### src/rv_mc_defs.svh
`ifndef RV_MC_DEFS_SVH
`define RV_MC_DEFS_SVH

// data path and address width
`define RV_XLEN 64

// architectural integer registers, x0 included
`define RV_NREGS 32

// instruction memory depth in 32-bit words
`define RV_IMEM_WORDS 64

// word address width of the instruction memory
`define RV_IMEM_AW ($clog2(`RV_IMEM_WORDS))

`endif
### src/rv_ctrl_pkg.sv
`default_nettype none

package rv_ctrl_pkg;

    // multicycle sequencer states
    typedef enum logic [2:0] {
        IDLE      = 3'd0,
        FETCH     = 3'd1,
        DECODE    = 3'd2,
        EXECUTE   = 3'd3,
        MEMORY    = 3'd4,
        WRITEBACK = 3'd5,
        HALT      = 3'd6
    } fsm_state_e;

    // alu operations
    typedef enum logic [2:0] {
        ALU_ADD = 3'd0,
        ALU_SUB = 3'd1,
        ALU_AND = 3'd2,
        ALU_OR  = 3'd3,
        ALU_SLT = 3'd4
    } alu_op_e;

    // alu operand a
    typedef enum logic {
        SRC_A_RS1 = 1'b0,
        SRC_A_PC  = 1'b1
    } src_a_e;

    // alu operand b
    typedef enum logic [1:0] {
        SRC_B_RS2  = 2'd0,
        SRC_B_IMM  = 2'd1,
        SRC_B_FOUR = 2'd2
    } src_b_e;

    // register file write source
    typedef enum logic [1:0] {
        WB_ALU = 2'd0,
        WB_MEM = 2'd1,
        WB_PC4 = 2'd2
    } wb_sel_e;

endpackage

`default_nettype wire

### src/rv_isa_pkg.sv
`default_nettype none

package rv_isa_pkg;

    // major opcodes of the supported subset
    typedef enum logic [6:0] {
        OPC_OP     = 7'b0110011,
        OPC_OP_IMM = 7'b0010011,
        OPC_LOAD   = 7'b0000011,
        OPC_STORE  = 7'b0100011,
        OPC_BRANCH = 7'b1100011,
        OPC_JAL    = 7'b1101111,
        OPC_JALR   = 7'b1100111,
        OPC_SYSTEM = 7'b1110011
    } opcode_e;

    // instruction field types
    typedef logic [2:0] funct3_t;
    typedef logic [6:0] funct7_t;
    typedef logic [4:0] reg_idx_t;

    // funct3 selectors
    localparam funct3_t F3_ADD_SUB = 3'b000;
    localparam funct3_t F3_SLT     = 3'b010;
    localparam funct3_t F3_OR      = 3'b110;
    localparam funct3_t F3_AND     = 3'b111;
    localparam funct3_t F3_LD      = 3'b011;
    localparam funct3_t F3_SD      = 3'b011;
    localparam funct3_t F3_BEQ     = 3'b000;
    localparam funct3_t F3_JALR    = 3'b000;

    // funct7 selectors for OP
    localparam funct7_t F7_BASE = 7'b0000000;
    localparam funct7_t F7_SUB  = 7'b0100000;

    // 32-bit instruction word, R-type field layout
    typedef struct packed {
        funct7_t  funct7;
        reg_idx_t rs2;
        reg_idx_t rs1;
        funct3_t  funct3;
        reg_idx_t rd;
        opcode_e  opcode;
    } instr_t;

endpackage

`default_nettype wire

### src/rv_ctrl_if.sv
`default_nettype none

interface rv_ctrl_if;
    import rv_isa_pkg::*;
    import rv_ctrl_pkg::*;

    // control toward the datapath
    logic    ir_load;
    logic    pc_load;
    logic    pc_sel_branch;
    logic    pc_sel_jalr;
    alu_op_e alu_op;
    src_a_e  src_a;
    src_b_e  src_b;
    wb_sel_e wb_sel;
    logic    reg_we;
    logic    mem_re;
    logic    mem_we;

    // decode fields and status back to the FSM
    opcode_e opcode;
    funct3_t funct3;
    funct7_t funct7;
    logic    alu_zero;

    modport ctrl (
        output ir_load, pc_load, pc_sel_branch, pc_sel_jalr,
        output alu_op, src_a, src_b, wb_sel, reg_we, mem_re, mem_we,
        input  opcode, funct3, funct7, alu_zero
    );

    modport dp (
        input  ir_load, pc_load, pc_sel_branch, pc_sel_jalr,
        input  alu_op, src_a, src_b, wb_sel, reg_we, mem_re, mem_we,
        output opcode, funct3, funct7, alu_zero
    );

endinterface

`default_nettype wire

### src/rv_control.sv
`default_nettype none

module rv_control (
    input  logic   clk,
    input  logic   rst,
    output logic   halted,
    rv_ctrl_if.ctrl cif
);
    import rv_isa_pkg::*;
    import rv_ctrl_pkg::*;

    fsm_state_e state_q;
    fsm_state_e state_d;
    logic       supported;

    // legal encodings of the subset, anything else halts
    always_comb begin
        case (cif.opcode)
            OPC_OP: begin
                supported = ((cif.funct7 == F7_BASE) &&
                             (cif.funct3 inside {F3_ADD_SUB, F3_SLT, F3_OR, F3_AND})) ||
                            ((cif.funct7 == F7_SUB) && (cif.funct3 == F3_ADD_SUB));
            end
            OPC_OP_IMM: supported = (cif.funct3 == F3_ADD_SUB);
            OPC_LOAD:   supported = (cif.funct3 == F3_LD);
            OPC_STORE:  supported = (cif.funct3 == F3_SD);
            OPC_BRANCH: supported = (cif.funct3 == F3_BEQ);
            OPC_JAL:    supported = 1'b1;
            OPC_JALR:   supported = (cif.funct3 == F3_JALR);
            // ebreak lands here too
            default:    supported = 1'b0;
        endcase
    end

    always_ff @(posedge clk) begin
        if (rst) begin
            state_q <= IDLE;
        end else begin
            state_q <= state_d;
        end
    end

    always_comb begin
        // defaults, all strobes low
        state_d           = state_q;
        cif.ir_load       = 1'b0;
        cif.pc_load       = 1'b0;
        cif.pc_sel_branch = 1'b0;
        cif.pc_sel_jalr   = 1'b0;
        cif.alu_op        = ALU_ADD;
        cif.src_a         = SRC_A_RS1;
        cif.src_b         = SRC_B_RS2;
        cif.wb_sel        = WB_ALU;
        cif.reg_we        = 1'b0;
        cif.mem_re        = 1'b0;
        cif.mem_we        = 1'b0;

        case (state_q)
            IDLE: state_d = FETCH;
            FETCH: begin
                // ir from imem, pc advanced by 4 through the alu
                cif.ir_load = 1'b1;
                cif.pc_load = 1'b1;
                cif.src_a   = SRC_A_PC;
                cif.src_b   = SRC_B_FOUR;
                state_d     = DECODE;
            end
            DECODE: state_d = supported ? EXECUTE : HALT;
            EXECUTE: begin
                case (cif.opcode)
                    OPC_OP: begin
                        if (cif.funct7 == F7_SUB) begin
                            cif.alu_op = ALU_SUB;
                        end else begin
                            case (cif.funct3)
                                F3_SLT:  cif.alu_op = ALU_SLT;
                                F3_OR:   cif.alu_op = ALU_OR;
                                F3_AND:  cif.alu_op = ALU_AND;
                                default: cif.alu_op = ALU_ADD;
                            endcase
                        end
                        state_d = WRITEBACK;
                    end
                    OPC_OP_IMM: begin
                        cif.src_b = SRC_B_IMM;
                        state_d   = WRITEBACK;
                    end
                    OPC_LOAD, OPC_STORE: begin
                        // effective address
                        cif.src_b = SRC_B_IMM;
                        state_d   = MEMORY;
                    end
                    OPC_BRANCH: begin
                        cif.alu_op        = ALU_SUB;
                        cif.pc_load       = cif.alu_zero;
                        cif.pc_sel_branch = 1'b1;
                        state_d           = FETCH;
                    end
                    OPC_JAL: begin
                        cif.pc_load       = 1'b1;
                        cif.pc_sel_branch = 1'b1;
                        state_d           = WRITEBACK;
                    end
                    OPC_JALR: begin
                        cif.src_b       = SRC_B_IMM;
                        cif.pc_load     = 1'b1;
                        cif.pc_sel_jalr = 1'b1;
                        state_d         = WRITEBACK;
                    end
                    default: state_d = HALT;
                endcase
            end
            MEMORY: begin
                if (cif.opcode == OPC_LOAD) begin
                    cif.mem_re = 1'b1;
                    state_d    = WRITEBACK;
                end else begin
                    // sd retires here
                    cif.mem_we = 1'b1;
                    state_d    = FETCH;
                end
            end
            WRITEBACK: begin
                cif.reg_we = 1'b1;
                case (cif.opcode)
                    OPC_LOAD:          cif.wb_sel = WB_MEM;
                    OPC_JAL, OPC_JALR: cif.wb_sel = WB_PC4;
                    default:           cif.wb_sel = WB_ALU;
                endcase
                state_d = FETCH;
            end
            // parked until reset
            HALT: state_d = HALT;
            default: state_d = IDLE;
        endcase
    end

    assign halted = (state_q == HALT);

endmodule

`default_nettype wire

### src/flat_wrapper.sv
// flat-port wrapper written by rule: the top's interface ports become plain ports
module rv_control_flat import rv_isa_pkg::*; import rv_ctrl_pkg::*;
  (clk, rst, halted, cif_ir_load, cif_pc_load, cif_pc_sel_branch, cif_pc_sel_jalr, cif_alu_op, cif_src_a, cif_src_b, cif_wb_sel, cif_reg_we, cif_mem_re, cif_mem_we, cif_opcode, cif_funct3, cif_funct7, cif_alu_zero);
  rv_ctrl_if cif_i ();
  input  logic clk;
  input  logic rst;
  output logic halted;
  output wire logic [$bits(cif_i.ir_load)-1:0] cif_ir_load;
  output wire logic [$bits(cif_i.pc_load)-1:0] cif_pc_load;
  output wire logic [$bits(cif_i.pc_sel_branch)-1:0] cif_pc_sel_branch;
  output wire logic [$bits(cif_i.pc_sel_jalr)-1:0] cif_pc_sel_jalr;
  output wire logic [$bits(cif_i.alu_op)-1:0] cif_alu_op;
  output wire logic [$bits(cif_i.src_a)-1:0] cif_src_a;
  output wire logic [$bits(cif_i.src_b)-1:0] cif_src_b;
  output wire logic [$bits(cif_i.wb_sel)-1:0] cif_wb_sel;
  output wire logic [$bits(cif_i.reg_we)-1:0] cif_reg_we;
  output wire logic [$bits(cif_i.mem_re)-1:0] cif_mem_re;
  output wire logic [$bits(cif_i.mem_we)-1:0] cif_mem_we;
  input wire logic [$bits(cif_i.opcode)-1:0] cif_opcode;
  input wire logic [$bits(cif_i.funct3)-1:0] cif_funct3;
  input wire logic [$bits(cif_i.funct7)-1:0] cif_funct7;
  input wire logic [$bits(cif_i.alu_zero)-1:0] cif_alu_zero;
  assign cif_ir_load = cif_i.ir_load;
  assign cif_pc_load = cif_i.pc_load;
  assign cif_pc_sel_branch = cif_i.pc_sel_branch;
  assign cif_pc_sel_jalr = cif_i.pc_sel_jalr;
  assign cif_alu_op = cif_i.alu_op;
  assign cif_src_a = cif_i.src_a;
  assign cif_src_b = cif_i.src_b;
  assign cif_wb_sel = cif_i.wb_sel;
  assign cif_reg_we = cif_i.reg_we;
  assign cif_mem_re = cif_i.mem_re;
  assign cif_mem_we = cif_i.mem_we;
  assign cif_i.opcode = cif_opcode;
  assign cif_i.funct3 = cif_funct3;
  assign cif_i.funct7 = cif_funct7;
  assign cif_i.alu_zero = cif_alu_zero;
  rv_control u_core (.clk(clk), .rst(rst), .halted(halted), .cif(cif_i));
endmodule
### config.mk
export PLATFORM = sky130hd
export DESIGN_NAME = rv_control_flat
export DESIGN_NICKNAME = d
export VERILOG_FILES = /design/src/rv_mc_defs.svh /design/src/rv_ctrl_pkg.sv /design/src/rv_isa_pkg.sv /design/src/rv_ctrl_if.sv /design/src/rv_control.sv /design/src/flat_wrapper.sv
export SDC_FILE = /design/constraint.sdc
export NUM_CORES = 1
export LEC_CHECK = 0
export BUFFER_PORTS_ARGS = -buffer_cell sky130_fd_sc_hd__clkbuf_2
export CAP_MARGIN = 0
export CORE_AREA = 2 2 39 41
export DETAILED_ROUTE_END_ITERATION = 6
export DIE_AREA = 0 0 41 43
export PLACE_DENSITY = 0.75
export SKIP_LAST_GASP = 1
export SYNTH_ARGS = -nofsm -noshare
export SYNTH_HDL_FRONTEND = slang
export SYNTH_SLANG_ARGS = --single-unit
### constraint.sdc
create_clock -name clk -period 2.1 [get_ports clk]
set_clock_uncertainty 0.2 [all_clocks]
set_input_delay 0.105 -clock clk [delete_from_list [all_inputs] [get_ports clk]]
set_output_delay 0.105 -clock clk [all_outputs]
set_load 0.05 [all_outputs]
==> results.json <==
{
  "core_area_sq_mm": 0.00138,
  "worst_slack_ns": 0.175,
  "synth_xor_area_frac": 0,
  "gp_congestion": 0.820,
  "io_pins": 36,
  "rsz0062_at_grt": "no",
  "first_pass_iters": 4,
  "overflow": 0,
  "vias": 680,
  "vdd.ir_drop.worst_uv": 539,
  "fin_area_sq_um": 736,
  "dpl.hpwl_mm": 1.16,
  "wl_met2_um": 693,
  "critPathLaunchType": "flip-flop",
  "drt_wl_total_mm": 1.46,
  "reg.largest.list": "u_core.state_q: 3 flops",
  "synth_mux_area_frac": 0,
  "first_iter_violations": 9,
  "synth_area_per_cell_sq_um": 6.50,
  "yosys-top-cells-area": "dfxtp_1, nor2_1, a21oi_1",
  "wl_met3_um": 107,
  "synth-adder-area-share": 0,
  "worstMarginPinSlew_ns": 0.414,
  "grt_pass1_wl_mm": 2.21,
  "clkTransAtPathRegs_ns": 0.03,
  "synth_cell_type_count": 38,
  "ant_nets": 0,
  "setup_viol": 0,
  "fp.dieArea_sq_mm": 0.00176,
  "dp.cells": 124,
  "synth-simple-area-share": 0.496,
  "place_area_sq_um": 692,
  "viasPerCell": 5.27,
  "synth-compound-area-share": 0.281,
  "yosysWarnings": 0,
  "crit_path_end": "cif_alu_op[2]",
  "clk_path_buf_depth": 2,
  "hold_viol_final": 0,
  "layout.nets": 134,
  "multi_input_area_sq_um": 409,
  "synth_seq_area_share": 0.122,
  "die_y_um": 43,
  "initial_utilization": 0.357,
  "reg2reg_depth": 4,
  "holdWs_ns": 0.169,
  "dp_slack_ns": 0.291,
  "register_area_sq_um": 60.1,
  "rrSetupSlack_ns": 0.30,
  "clock-sinks": 3,
  "antenna_found_initial": 0,
  "arrival_ns": 1.62,
  "fin_crit_ns": 1.92,
  "instances_no_fill": 129,
  "leakagePower_nw": 0.350,
  "grt_pass1_vias": 576,
  "fin_util": 0.532,
  "grtUsageTotal": 0.179,
  "slew_viol_final": 0,
  "yosysTopAreaCellShare": 0.122,
  "worstSetupStartpoint": "u_core.state_q[2]$_SDFF_PP0_",
  "cts_buffers": 3,
  "cts_tree": "yes",
  "cp_max_fo": 9,
  "finalCritPeriodShare": 0.916,
  "worst_ep_required_time_ns": 1.79,
  "n_fill_cell": 146,
  "area_growth_pct": 48.9,
  "synth_top_area_cell": "dfxtp_1",
  "ys_async_sr_fraction": 0,
  "drive_gt1_frac": 0.425,
  "status": "finished, final reports clean",
  "hp-class": "in2reg",
  "synth-seq-cells": 3,
  "grt_max_degree": 12,
  "synth_top_family_by_area": "simple AND/OR/NAND/NOR gates",
  "drc_errors": 0,
  "r2r-end": "u_core.state_q[2]$_SDFF_PP0_",
  "synth-edff-count": 0,
  "yosysMostFrequentCell": "nor2_1",
  "met1_length_um": 642,
  "rows": 14,
  "slew_headroom": 0.717,
  "synth_cells": 76,
  "reg2reg_from": "u_core.state_q[1]$_SDFF_PP0_",
  "cap_violations": 0,
  "insertion_delay_ns": 0.24,
  "ys.flop_type": "dfxtp_1",
  "routed.top_layer": "met4",
  "largest_reg_flops": 3,
  "synthTopCellsByCount": "nor2_1, nand2_1, a21oi_1",
  "top_register": "u_core.state_q",
  "clock-root-buffer": "clkbuf_4",
  "syn_area_sq_um": 494,
  "die_w_um": 41,
  "portBuffers": 35,
  "endpoint_kind": "output port",
  "ctsHtreeMaxLevel": 1,
  "diodes": 0,
  "clock.fmax_ghz": 0.520,
  "power_density_mw_per_mm2": 848,
  "path_class": "reg2out",
  "synth_nets": 96,
  "post_drt_wl_per_cell_um": 11.3
}
-- report_power, final --
part,total [mW],switching (mW),internal (mW),leakage (nW)
Sequential,0.114,0.0345,0.0798,0.0248
Combinational,0.408,0.289,0.118,0.310
Clock,0.102,0.0311,0.0712,0.0150
-- critical path, stage by stage (launching register included) --
cell	delay [ns]
dfxtp_1	0.37
nor2b_1	0.24
nand2_2	0.15
nor2_1	0.13
nand4_1	0.14
nor3_2	0.12
clkbuf_4	0.24
-- timing repair --
item | CTS | global route
endpoints found under the hold margin | 2 | 0
gates resized for setup | 0 | 5
buffers inserted | 0 | 0
hold buffers | 1 | 0
setup endpoints to repair | 0 | 2
-- metrics by stage --
step | setup TNS, ns | power, mW
after global placement | 0 | 0.511
after floorplan | -0.0475 | 0.438
after CTS | 0 | 0.622
final | 0 | 0.624
after global routing | 0 | 0.661
after detailed placement | 0 | 0.515
-- per-layer routing --
layer | up-vias | global-route usage
met2 | 34 | 0.297
met3 | 2 | 0.0524
met1 | 289 | 0.208
met5 | - | 0
met4 | 0 | 0.0533
li1 | 355 | -
-- how the worst min path moves through the flow --
stage                  startpoint                            to  slack [ns]  cells after the start
detailed placement            rst  u_core.state_q[1]$_SDFF_PP0_        0.13                      2
floorplan                     rst  u_core.state_q[1]$_SDFF_PP0_       -0.02                      1
global route        cif_opcode[4]  u_core.state_q[0]$_SDFF_PP0_        0.21                      4
finish              cif_opcode[4]  u_core.state_q[0]$_SDFF_PP0_        0.17                      5
global placement              rst  u_core.state_q[1]$_SDFF_PP0_        0.12                      2
CTS                 cif_opcode[4]  u_core.state_q[0]$_SDFF_PP0_        0.17                      5
-- cell usage in the layout (no fill, tap or decap), drive strengths merged, types with 2 or more instances in the layout --
cell type  count
a21oi          7
and2           2
buf            2
clkbuf        39
dfxtp          3
inv            4
nand2          8
nand2b         4
nor2          11
nor2b          2
nor3           4
nor4           2
o41ai          2
-- cell type report --
class	instances	share of cell area
multi-input cells	64	0.556
repair buffers	38	0.279
flip-flops and latches	3	0.0816
clock buffers	4	0.0357
well taps	16	0.0272
inverters	4	0.0204
-- cells by family after synthesis --
group	after synthesis
AOI/OAI and AO/OA	20
buffers and inverters	9
and+or+nand+nor	44
DFF	3
Power figures use the tool's default switching activity.
